<file path="config.mk">
export PLATFORM = sky130hd
export DESIGN_NAME = ch_est_ctrl_top
export DESIGN_NICKNAME = d
export VERILOG_FILES = /design/src/hdl/ch_est_pkg.sv /design/src/hdl/mult_ctl_if.sv /design/src/hdl/ch_est_ctrl_top.sv /design/src/hdl/est_out_ctrl.sv /design/src/hdl/mult_sequencer.sv /design/src/hdl/re_addr_gen.sv /design/src/hdl/sel_seq_lane.sv
export VERILOG_INCLUDE_DIRS = /design/src /design/src/hdl
export SDC_FILE = /design/constraint.sdc
export NUM_CORES = 1
export LEC_CHECK = 0
export ABC_AREA = 1
export BUFFER_PORTS_ARGS = -buffer_cell sky130_fd_sc_hd__buf_2
export CAP_MARGIN = 30
export CELL_PAD_IN_SITES_DETAIL_PLACEMENT = 0
export CELL_PAD_IN_SITES_GLOBAL_PLACEMENT = 1
export CORE_MARGIN = 2
export CORE_UTILIZATION = 37
export CTS_CLUSTER_SIZE = 25
export DETAILED_ROUTE_END_ITERATION = 6
export PLACE_DENSITY_LB_ADDON = 0.1
export SYNTH_ARGS = -nofsm -noshare
export SYNTH_HDL_FRONTEND = slang
export SYNTH_SLANG_ARGS = --single-unit
export TNS_END_PERCENT = 5
</file>
<file path="constraint.sdc">
create_clock -name clk -period 1.6 [get_ports clk]
set_input_delay 0.16 -clock clk [delete_from_list [all_inputs] [get_ports clk]]
set_output_delay 0.16 -clock clk [all_outputs]
set_load 0.005 [all_outputs]
</file>
<file path="src/hdl/ch_est_defs.svh">
// shared widths and lengths for the NRS channel estimator control, included by RTL and testbench
`ifndef CH_EST_DEFS_SVH
`define CH_EST_DEFS_SVH

// width of the NRS read address
`define CH_EST_NRS_ADDR_W 4

// entries in one output-mux select sequence
`define CH_EST_SEQ_ENTRIES 6

// bits per select code
`define CH_EST_SEL_W 2

// reads per multiply burst
`define CH_EST_BURST_LEN 2

// output-mux select lanes, s_h1 and s_h2
`define CH_EST_NUM_LANES 2

`endif

</file>
<file path="src/hdl/ch_est_pkg.sv">
// types, pilot column table and select sequence tables shared by the estimator control blocks
`include "ch_est_defs.svh"

package ch_est_pkg;

    // ================================================
    // types
    // ================================================

    // multiply FSM, encodings kept from the older controller
    typedef enum logic [1:0] {
        IDLE       = 2'b00,
        MULT_STORE = 2'b01,
        MULT_ADD   = 2'b11
    } mult_state_t;

    // bit 0 doubles as the estimate-mux select
    typedef enum logic [1:0] {
        SHIFT_0 = 2'd0,
        SHIFT_1 = 2'd1,
        SHIFT_2 = 2'd2
    } shift_class_t;

    typedef logic [`CH_EST_SEL_W-1:0] sel_code_t;
    typedef logic [`CH_EST_SEQ_ENTRIES*`CH_EST_SEL_W-1:0] sel_seq_t;
    typedef logic [3:0] col_t;

    // ================================================
    // tables
    // ================================================

    // OFDM symbols carrying NRS in a subframe
    localparam col_t PILOT_COLS [0:3] = '{4'd5, 4'd6, 4'd12, 4'd13};

    // [lane][class], entry 0 in the low bits
    // lane 0 drives s_h1, lane 1 drives s_h2
    localparam sel_seq_t SEL_SEQ_TABLE [0:`CH_EST_NUM_LANES-1][0:2] = '{
        '{12'b00_01_11_10_01_01, 12'b10_01_01_00_01_01, 12'b11_10_11_11_00_11},
        '{12'b00_10_11_00_10_01, 12'b00_10_11_10_10_01, 12'b11_00_00_01_00_00}
    };

    // v_shift mod 3 without a divider
    function automatic shift_class_t classify_shift(input logic [2:0] v_shift);
        shift_class_t cls;
        case (v_shift)
            3'd0, 3'd3: cls = SHIFT_0;
            3'd1, 3'd4: cls = SHIFT_1;
            default:    cls = SHIFT_2;
        endcase
        return cls;
    endfunction

endpackage

</file>
<file path="src/hdl/mult_ctl_if.sv">
// multiply-phase control bundle, driven by the sequencer and read by the address generator
`timescale 1ns/100ps

interface mult_ctl_if;

    // burst kind, one-hot or both low in idle
    logic       store_active;
    logic       add_active;
    // reads so far, wraps mod 4
    logic [1:0] burst_cnt;
    // last read of the second burst of a slot
    logic       slot_done;

    modport seq (
        output store_active, add_active, burst_cnt, slot_done
    );

    modport addr (
        input store_active, add_active, burst_cnt, slot_done
    );

endinterface

</file>
<file path="src/hdl/ch_est_ctrl_top.sv">
// top of the NRS channel estimator control unit, ties sequencer, addressing and output selects
`timescale 1ns/100ps
`include "ch_est_defs.svh"

module ch_est_ctrl_top (
    input  logic                          clk,
    input  logic                          rst,
    input  logic                          demap_ready,
    input  logic                          nrs_gen_ready,
    input  logic [2:0]                    v_shift,
    output ch_est_pkg::col_t              col,
    output logic [1:0]                    nrs_index_addr,
    output logic                          demap_read,
    output logic                          est_ack_nrs,
    output logic                          est_ack_demap,
    output logic [`CH_EST_NRS_ADDR_W-1:0] rd_addr_nrs,
    output logic                          valid_eqlz,
    output logic [1:0]                    addr_mem,
    output logic                          mult_mem_en,
    output logic                          avg_mem_en,
    output ch_est_pkg::sel_code_t         s_h1,
    output ch_est_pkg::sel_code_t         s_h2,
    output logic                          s_est
);

    logic                     est_set_ready;
    ch_est_pkg::shift_class_t est_class;
    ch_est_pkg::sel_code_t    lane_sel [0:`CH_EST_NUM_LANES-1];

    mult_ctl_if u_ctl_if ();

    // ================================================
    // multiply phase
    // ================================================

    mult_sequencer u_seq (
        .clk           (clk),
        .rst           (rst),
        .v_shift       (v_shift),
        .demap_ready   (demap_ready),
        .nrs_gen_ready (nrs_gen_ready),
        .ctl           (u_ctl_if),
        .demap_read    (demap_read),
        .est_ack_nrs   (est_ack_nrs),
        .est_ack_demap (est_ack_demap),
        .mult_mem_en   (mult_mem_en),
        .avg_mem_en    (avg_mem_en),
        .addr_mem      (addr_mem),
        .est_set_ready (est_set_ready),
        .est_class     (est_class)
    );

    re_addr_gen u_addr (
        .clk            (clk),
        .rst            (rst),
        .ctl            (u_ctl_if),
        .col            (col),
        .nrs_index_addr (nrs_index_addr),
        .rd_addr_nrs    (rd_addr_nrs)
    );

    // ================================================
    // output phase
    // ================================================

    // lane 0 feeds s_h1, lane 1 feeds s_h2
    for (genvar i = 0; i < `CH_EST_NUM_LANES; i++) begin : g_lane
        sel_seq_lane #(
            .LANE (i)
        ) u_lane (
            .clk           (clk),
            .rst           (rst),
            .est_set_ready (est_set_ready),
            .est_class     (est_class),
            .sel           (lane_sel[i])
        );
    end

    est_out_ctrl u_out (
        .clk           (clk),
        .rst           (rst),
        .est_set_ready (est_set_ready),
        .est_class     (est_class),
        .lane_sel      (lane_sel),
        .valid_eqlz    (valid_eqlz),
        .s_h1          (s_h1),
        .s_h2          (s_h2),
        .s_est         (s_est)
    );

endmodule

</file>
<file path="src/hdl/est_out_ctrl.sv">
// equalizer valid window, estimate-mux select and routing of the lane selects to the output muxes
`timescale 1ns/100ps
`include "ch_est_defs.svh"

module est_out_ctrl (
    input  logic                     clk,
    input  logic                     rst,
    input  logic                     est_set_ready,
    input  ch_est_pkg::shift_class_t est_class,
    input  ch_est_pkg::sel_code_t    lane_sel [0:`CH_EST_NUM_LANES-1],
    output logic                     valid_eqlz,
    output ch_est_pkg::sel_code_t    s_h1,
    output ch_est_pkg::sel_code_t    s_h2,
    output logic                     s_est
);

    localparam int WIN_W = $clog2(`CH_EST_SEQ_ENTRIES + 1);

    logic [WIN_W-1:0] win_cnt;
    logic             s_est_q;

    // ================================================
    // valid window
    // ================================================

    // one count per sequence entry
    always_ff @(posedge clk or negedge rst) begin
        if (!rst) begin
            win_cnt <= '0;
        end else if (est_set_ready) begin
            win_cnt <= WIN_W'(`CH_EST_SEQ_ENTRIES);
        end else if (win_cnt != '0) begin
            win_cnt <= win_cnt - 1'b1;
        end
    end

    assign valid_eqlz = (win_cnt != '0);

    // ================================================
    // mux selects
    // ================================================

    // class 1 swaps the estimate pairs between out muxes
    always_ff @(posedge clk or negedge rst) begin
        if (!rst) begin
            s_est_q <= 1'b0;
        end else if (est_set_ready) begin
            s_est_q <= est_class[0];
        end
    end

    assign s_est = s_est_q;
    assign s_h1  = lane_sel[0];
    assign s_h2  = lane_sel[1];

    // next set may only land once the window has drained
    a_no_overlap: assert property (@(posedge clk) disable iff (!rst)
        est_set_ready |-> (win_cnt == '0));

endmodule

</file>
<file path="src/hdl/mult_sequencer.sv">
// slot-pair multiply FSM, drives the read bursts, memory enables, acks and estimate-ready pulse
`timescale 1ns/100ps
`include "ch_est_defs.svh"

module mult_sequencer (
    input  logic                     clk,
    input  logic                     rst,
    input  logic [2:0]               v_shift,
    input  logic                     demap_ready,
    input  logic                     nrs_gen_ready,
    mult_ctl_if.seq                  ctl,
    output logic                     demap_read,
    output logic                     est_ack_nrs,
    output logic                     est_ack_demap,
    output logic                     mult_mem_en,
    output logic                     avg_mem_en,
    output logic [1:0]               addr_mem,
    output logic                     est_set_ready,
    output ch_est_pkg::shift_class_t est_class
);

    ch_est_pkg::mult_state_t  state, state_nxt;
    ch_est_pkg::shift_class_t class_q;
    logic [1:0] burst_cnt;
    logic       first_slot;
    logic       burst_active;
    logic       burst_last;
    logic       slot_done;

    // ================================================
    // state register and next state
    // ================================================

    always_ff @(posedge clk or negedge rst) begin
        if (!rst) begin
            state <= ch_est_pkg::IDLE;
        end else begin
            state <= state_nxt;
        end
    end

    // odd count marks the second read of a burst
    assign burst_active = (state != ch_est_pkg::IDLE);
    assign burst_last   = burst_cnt[0];
    assign slot_done    = burst_active && (burst_cnt == 2'd3);

    always_comb begin
        state_nxt = state;
        case (state)
            ch_est_pkg::IDLE: begin
                // wait for both producers
                if (demap_ready && nrs_gen_ready) begin
                    state_nxt = first_slot ? ch_est_pkg::MULT_STORE : ch_est_pkg::MULT_ADD;
                end
            end
            ch_est_pkg::MULT_STORE,
            ch_est_pkg::MULT_ADD: begin
                if (burst_last) begin
                    state_nxt = ch_est_pkg::IDLE;
                end
            end
            default: state_nxt = ch_est_pkg::IDLE;
        endcase
    end

    // ================================================
    // counters and flags
    // ================================================

    // free-running over bursts, idle freezes it
    always_ff @(posedge clk or negedge rst) begin
        if (!rst) begin
            burst_cnt <= 2'd0;
        end else if (burst_active) begin
            burst_cnt <= burst_cnt + 2'd1;
        end
    end

    // store slot first, add slot second
    always_ff @(posedge clk or negedge rst) begin
        if (!rst) begin
            first_slot <= 1'b1;
        end else if (slot_done) begin
            first_slot <= ~first_slot;
        end
    end

    // class held for the whole output window
    always_ff @(posedge clk or negedge rst) begin
        if (!rst) begin
            class_q <= ch_est_pkg::SHIFT_0;
        end else if (est_set_ready) begin
            class_q <= ch_est_pkg::classify_shift(v_shift);
        end
    end

    // ================================================
    // outputs, decoded from state in the same cycle
    // ================================================

    assign demap_read    = burst_active;
    assign est_ack_nrs   = burst_active;
    assign mult_mem_en   = (state == ch_est_pkg::MULT_STORE);
    assign avg_mem_en    = (state == ch_est_pkg::MULT_ADD);
    assign addr_mem      = burst_cnt;
    // third estimate written, full set available
    assign est_set_ready = (state == ch_est_pkg::MULT_ADD) && (burst_cnt == 2'd2);
    assign est_ack_demap = est_set_ready;
    // lanes load on this edge, so pass the fresh class through
    assign est_class     = est_set_ready ? ch_est_pkg::classify_shift(v_shift) : class_q;

    assign ctl.store_active = mult_mem_en;
    assign ctl.add_active   = avg_mem_en;
    assign ctl.burst_cnt    = burst_cnt;
    assign ctl.slot_done    = slot_done;

    // ================================================
    // checks
    // ================================================

    // burst kind follows the slot flag, so store and add never mix within a slot
    a_burst_kind_slot: assert property (@(posedge clk) disable iff (!rst)
        burst_active |-> (ctl.store_active == first_slot) && (ctl.add_active == !first_slot));

    a_burst_len: assert property (@(posedge clk) disable iff (!rst)
        $rose(burst_active) |-> burst_active [*`CH_EST_BURST_LEN] ##1 !burst_active);

endmodule

</file>
<file path="src/hdl/re_addr_gen.sv">
// demapper pilot column walk and NRS index and read addresses, stepped by multiply bursts
`timescale 1ns/100ps
`include "ch_est_defs.svh"

module re_addr_gen (
    input  logic                          clk,
    input  logic                          rst,
    mult_ctl_if.addr                      ctl,
    output ch_est_pkg::col_t              col,
    output logic [1:0]                    nrs_index_addr,
    output logic [`CH_EST_NRS_ADDR_W-1:0] rd_addr_nrs
);

    logic [1:0] col_ptr;
    logic       rd_active;

    assign rd_active = ctl.store_active || ctl.add_active;

    // ================================================
    // column walk
    // ================================================

    // one pilot column per burst, wraps after 13
    always_ff @(posedge clk or negedge rst) begin
        if (!rst) begin
            col_ptr <= 2'd0;
        end else if (rd_active && ctl.burst_cnt[0]) begin
            col_ptr <= col_ptr + 2'd1;
        end
    end

    assign col = ch_est_pkg::PILOT_COLS[col_ptr];

    // ================================================
    // NRS addresses
    // ================================================

    // index gen turns this into the demapper row
    // NRS memory holds two words per read
    always_ff @(posedge clk or negedge rst) begin
        if (!rst) begin
            nrs_index_addr <= 2'd0;
            rd_addr_nrs    <= '0;
        end else if (rd_active) begin
            nrs_index_addr <= nrs_index_addr + 2'd1;
            rd_addr_nrs    <= rd_addr_nrs + `CH_EST_NRS_ADDR_W'(2);
        end
    end

    // a slot ends on its second column, odd pointer
    a_slot_col_align: assert property (@(posedge clk) disable iff (!rst)
        ctl.slot_done |-> col_ptr[0]);

endmodule

</file>
<file path="src/hdl/sel_seq_lane.sv">
// one output-mux select lane, loads its class sequence and plays one entry per cycle
`timescale 1ns/100ps
`include "ch_est_defs.svh"

module sel_seq_lane #(
    parameter int LANE = 0
) (
    input  logic                     clk,
    input  logic                     rst,
    input  logic                     est_set_ready,
    input  ch_est_pkg::shift_class_t est_class,
    output ch_est_pkg::sel_code_t    sel
);

    ch_est_pkg::sel_seq_t seq_q;

    // ================================================
    // sequence shift register
    // ================================================

    // load on the ready pulse, entry 0 shows next cycle
    // zeros shift in behind the last entry
    always_ff @(posedge clk or negedge rst) begin
        if (!rst) begin
            seq_q <= '0;
        end else if (est_set_ready) begin
            seq_q <= ch_est_pkg::SEL_SEQ_TABLE[LANE][est_class];
        end else begin
            seq_q <= seq_q >> `CH_EST_SEL_W;
        end
    end

    // current entry
    assign sel = seq_q[`CH_EST_SEL_W-1:0];

endmodule

</file>
After elaboration in Yosys (flattened, before gate mapping) --
Cells that the tools add are included.
Storage, ports and cells: flip-flop bits (word level) 43, input port bits 7
Cells by class: reductions and logical operators 14, order comparisons 2, add/sub/neg operators 5, bitwise logic cells 3, muxes and demuxes 19, equal/unequal tests 9
Operators by type and width (count):
- $mux W12 | 6
- $bmux W12 S2 | 2
- $bmux W4 S2 | 1
- $mux W2 | 4
- $mux W4 | 2
- $pmux W2 S2 | 2
- $add A2 B1 Y2 const B | 3
- $eq A2 B2 Y1 const B | 3
- $ge A3 B3 Y1 const B | 2
- $mux W3 | 2
- $not A2 Y3 | 2
- $reduce_or A2 Y1 | 3
- $add A4 B2 Y4 const B | 1
- $logic_and A1 B1 Y1 | 4
- $ne A2 B1 Y1 const B | 2
- $reduce_bool A2 Y1 | 2
- $eq A3 B1 Y1 const B | 1
- $eq A3 B2 Y1 const B | 1
- $eq A3 B3 Y1 const B | 1
- $logic_not A3 Y1 | 1
- $reduce_bool A3 Y1 | 1
- $sub A3 B1 Y3 const B | 1
- $eq A2 B1 Y1 const B | 1
- $logic_not A2 Y1 | 1
- other kinds (3) | 3

Longest topological paths before layout --
depth after elaboration 9, mapped depth 10

By module --
Synthesis repeated with hierarchy kept, for this count alone.
Second synthesis, totals: cell total of the unflattened synthesis 211, area, all modules 1909.3 um^2
By module, submodules not included:
- sel_seq_lane (g_lane[0].u_lane) | instances 1, cells each 48, area each 471.7 um^2
- mult_sequencer | instances 1, cells each 50, area each 417.9 um^2
- sel_seq_lane (g_lane[1].u_lane) | instances 1, cells each 40, area each 417.9 um^2
- re_addr_gen | instances 1, cells each 43, area each 362.8 um^2
- est_out_ctrl | instances 1, cells each 30, area each 239.0 um^2

Worst setup path before layout --
No wires, ideal clock.
kind reg2reg, from register u_seq.burst_cnt[0] (netlist: u_seq.addr_mem[0]), to register g_lane[0].u_lane.seq_q[1], cell stages (with the launch flop) 11, buffers on the path 0, library setup time 0.124 ns, period minus slack after synthesis 1.642 ns, setup slack -0.042 ns, data required time 1.476 ns, data arrival time 1.518 ns, cell sequence dfrtp_1 > inv_1 > ha_1 > nand3_4 > clkinv_2 > nand2_2 > nand2_2 > inv_2 > ha_1 > nand2_1 > nand2_1
On the way: cells in the longest elaborated chain, start to end 8
RTL lines:
- from (decl) | RTL line mult_sequencer.sv:24 | logic [1:0] burst_cnt;
- from (signal assigned) | RTL line mult_sequencer.sv:75 | burst_cnt <= burst_cnt + 2'd1;
- $eq A2 B2 Y1 | RTL line mult_sequencer.sv:107 | assign est_set_ready = (state == ch_est_pkg::MULT_ADD) && (burst_cnt == 2'd2);
- $logic_and A1 B1 Y1 | RTL line mult_sequencer.sv:107
- net est_ack_demap | RTL line ch_est_ctrl_top.sv:15 | output logic est_ack_demap,
- $mux W2 | RTL line mult_sequencer.sv:110 | assign est_class = est_set_ready ? ch_est_pkg::classify_shift(v_shift) : class_q;
- net est_class[1] | RTL line ch_est_ctrl_top.sv:27 | ch_est_pkg::shift_class_t est_class;
- $not A2 Y3 (implied by the code) | RTL line sel_seq_lane.sv:27 | seq_q <= ch_est_pkg::SEL_SEQ_TABLE[LANE][est_class];
- $bmux W12 S2 | RTL line sel_seq_lane.sv:27
- $mux W12 (implied by the code) (2 in series) | RTL line sel_seq_lane.sv:27
- $mux W12 | RTL line sel_seq_lane.sv:26 | end else if (est_set_ready) begin
- to (signal assigned) | RTL line sel_seq_lane.sv:27
- to (signal assigned) | RTL line sel_seq_lane.sv:29 | seq_q <= seq_q >> `CH_EST_SEL_W;
- to (decl) | RTL line sel_seq_lane.sv:15 | ch_est_pkg::sel_seq_t seq_q;
The timed path passes the listed nets, and every way through them passes these cells. The select of a mux whose other input is x is not followed. A chain may end at the register's enable or synchronous reset.

Worst setup path after layout --
from register u_seq.burst_cnt[0] (netlist: u_seq.addr_mem[0]), to register g_lane[0].u_lane.seq_q[1]
On the way: cells in the longest elaborated chain, start to end 8
RTL lines (RTL line):
- $eq A2 B2 Y1 | mult_sequencer.sv:107
- $logic_and A1 B1 Y1 | mult_sequencer.sv:107
- $mux W2 | mult_sequencer.sv:110
- net est_class[1] | ch_est_ctrl_top.sv:27
- $not A2 Y3 (implied by the code) | sel_seq_lane.sv:27
- $bmux W12 S2 | sel_seq_lane.sv:27
- $mux W12 (implied by the code) (2 in series) | sel_seq_lane.sv:27
- $mux W12 | sel_seq_lane.sv:26
The timed path passes the listed nets, and every way through them passes these cells. The select of a mux whose other input is x is not followed.

==> impl_metrics.tcl <==
set metrics [dict create \
    clkSinkCount 39 \
    fin_skew_ps 7.458 \
    setup_ws_ps 78.51 \
    synth_top_cell_by_area "dfrtp_1" \
    leakage_nw 1.218 \
    synth-edff-count 0 \
    io_buffer_count 27 \
    clk_pin_slew_ps 80 \
    nNetsFinal 222 \
    post-route-drc-count 0 \
    worstPathMaxFanout 6 \
    htreeDepth 2 \
    synthTopCellsByArea "dfrtp_1, nand2_1, ha_1" \
    grt_antenna_before_repair 0 \
    grt_max_degree 40 \
    synth_area_per_cell_sq_um 9.783 \
    worstSetupPathType "reg2reg" \
    pwr-share-seq_pct 41.4 \
    synth_nets 187 \
    cts_buffer_depth 2 \
    synth_ff_type "dfrtp_1" \
    rsz0062_at_grt "yes" \
    synth_top_area_share_pct 56.84 \
    antenna_cells 0 \
    first_iter_violations 75 \
    hold_slack_ps 140.1 \
    cts_root_buf "clkbuf_8" \
    place_hpwl_mm 1.966 \
    max_cap_violations 0 \
    p_int_w 0.002273 \
    utilization_pct 46.81 \
    clock_latency_ps 290 \
    grt_pass1_vias 1102 \
    crit_start "u_seq.addr_mem[0]$_DFFE_PN0N_" \
    dieArea_sq_um 5075 \
    crit_family "simple AND/OR/NAND/NOR gates" \
    grt_usage_pct 12.02 \
    ys_ff_latch 39 \
    cp.buffers_inverters 3 \
    wl_mm 2.829 \
    wire_per_inst_um 10.92 \
    post_drt_via_cell_ratio 4.405 \
    seq_area_frac_synth_pct 58.41 \
    pwr-share-clk_pct 24.0 \
    syn-cell-area_sq_um 1673 \
    crit_path_top_delay_cell "dfrtp_1" \
    cp-start-kind "register" \
    netlist-cell-type-count 22 \
    numCtsBuffers 5 \
    pin_count 30 \
    arrival_ps 1700 \
    start_util_pct 38.42 \
    post-route-min-period_ps 1521 \
    grt-ovfl-total 0 \
    hold_path_class "in2reg" \
    worstPathRequired_ps 1780 \
    netlist_instances 171 \
    hold_viol_final 0 \
    grt_pass1_wl_mm 4.767 \
    maxSlewViolCount 0 \
    core_sq_um 4354 \
    antenna_left 0 \
    rows 24 \
    switching_share_pct 33.10 \
    async_flop_share_pct 100.0 \
    gp_congestion 0.7393 \
    finalSetupViolations 0 \
    p_comb_share_pct 34.5 \
    drive_gt1_share_pct 30.43 \
    die_y_um 71.24 \
    powerDensity_nw_per_um2 1667 \
    vdd_ir_drop_max_v 0.0005634 \
    synthTopCellsByCount "nand2_1, dfrtp_1, inv_1, ha_1, buf_4" \
    p_switching_w 0.001125 \
    worstSetupEndpointType "register" \
    place_ws_ps -8.530 \
    dr.pass1.iters 3 \
    cts_tree "done" \
    vias 1141 \
    yosysWarnings 0 \
    critical_path.max_stage_delay_ps 390 \
    crit_top_cell "nand2_2" \
    die_w_um 71.24 \
    min_from "nrs_gen_ready" \
    regToRegStartpoint "u_seq.addr_mem[0]$_DFFE_PN0N_" \
    yosysMostFrequentCell "nand2_1" \
    path_cells "inv_2 -> ha_4 -> nand3_4 -> clkinv_4 -> nand2_2 -> nand2_2 -> inv_2 -> ha_1 -> nand2_2 -> nand2_1" \
    area_growth_pct 21.84 \
    status "finished clean" \
    fmax_mhz 657.3 \
    finalCritPeriodShare_pct 95.09 \
]
==> flip-flops by register name, indices dropped and copies added, names as in the netlist, 2 cells and up <==
name,cells
u_addr.rd_addr_nrs,3
u_addr.col_ptr,2
u_seq.state,2
u_seq.class_q,2
g_lane.u_lane.seq_q,21
u_out.win_cnt,3
u_addr.nrs_index_addr,2
u_seq.addr_mem,2
==> worst paths after layout <==
check | to | slack [ps] | depth (start not counted)
worst max-delay path | g_lane[0].u_lane.seq_q[1]$_DFF_PN0_ | 80 | 10
worst min-delay path | u_seq.state[0]$_DFFE_PN0P_ | 140 | 3
worst max register to register | g_lane[0].u_lane.seq_q[1]$_DFF_PN0_ | 80 | 10
worst min register to register | g_lane[1].u_lane.seq_q[1]$_DFF_PN0_ | 440 | 2
max in group asynchronous | u_seq.first_slot$_DFFE_PN1P_ | 960 | 3
min in group asynchronous | u_addr.rd_addr_nrs[3]$_DFFE_PN0N_ | 380 | 3
==> layout make-up <==
cell class	instances	area, sq um
Inverter	27	106.4
Sequential cell	39	977.2
Multi-Input combinational cell	94	536.8
Clock inverter	3	43.79
Timing Repair Buffer	39	240.2
Fill cell	443	2316
Tap cell	52	65.06
Clock buffer	5	68.82
==> cells in the final DEF (no fill, tap or decap), types with 2 or more instances in the layout <==
| cell type | count |
|---|---|
| inv_2 | 8 |
| nor2_1 | 2 |
| inv_1 | 18 |
| nand2_1 | 55 |
| buf_4 | 10 |
| a21oi_1 | 2 |
| ha_1 | 8 |
| clkbuf_8 | 5 |
| nand2_2 | 3 |
| o21ai_1 | 6 |
| xor2_1 | 5 |
| clkinv_4 | 2 |
| conb_1 | 2 |
| dfrtp_1 | 38 |
| xnor2_1 | 3 |
| buf_2 | 27 |
==> per-stage QoR <==
stage | total power (W) | instances | TNS [ps] | instance area, sq um
after floorplan | 0.002157 | 171 | 0 | 1682
after global placement | 0.002499 | 244 | 0 | 1857
after detailed placement | 0.002540 | 244 | -8.530 | 1857
after CTS | 0.003382 | 253 | 0 | 1983
after global routing | 0.003687 | 259 | -93.60 | 2038
final | 0.003398 | 259 | 0 | 2038
==> cell families (layout without fill, tap and decap cells) <==
family                   after synthesis  in the layout  share of synthesized area, %
adder cells (fa/ha/maj)                9              9                         6.732
other                                  2              2                        0.4489
flip-flops                            39             39                         58.41
XOR/XNOR                               8              8                         4.189
AO/OA/AOI/OAI                         12             12                         3.814
AND/OR/NAND/NOR                       63             63                         15.78
buffers and inverters                 38             74                         10.62
==> routing by layer <==
metal	GRT usage (%)	wire length, um	vias up
met5	0	0	-
li1	-	-	569
met1	14.82	1292	541
met4	4.403	42	0
met2	19.03	1328	25
met3	4.923	166	6
==> timing repair <==
action                                  CTS  global route
resized for setup                         1             1
hold endpoints to repair                 38             0
buffers inserted                          0             6
endpoints found under the setup margin    1             8
hold buffers                              1             0
==> power groups by stage <==
stage	sequential, W	clock, W	combinational (W)
5_1_grt	0.00144	0.000884	0.00136
2_1_floorplan	0.00142	0	0.000737
4_1_cts	0.00141	0.000845	0.00113
3_5_place_dp	0.00143	0	0.00111
6_report	0.00141	0.000816	0.00117
3_3_place_gp	0.00142	0	0.00108
==> tightest hold or removal path, delay by kind of cell <==
kind / cells / cell delay, ps
buffers and inverters: 1 / 70
AND/OR/NAND/NOR: 2 / 150
Note: power is estimated with default switching activity, not from simulation.
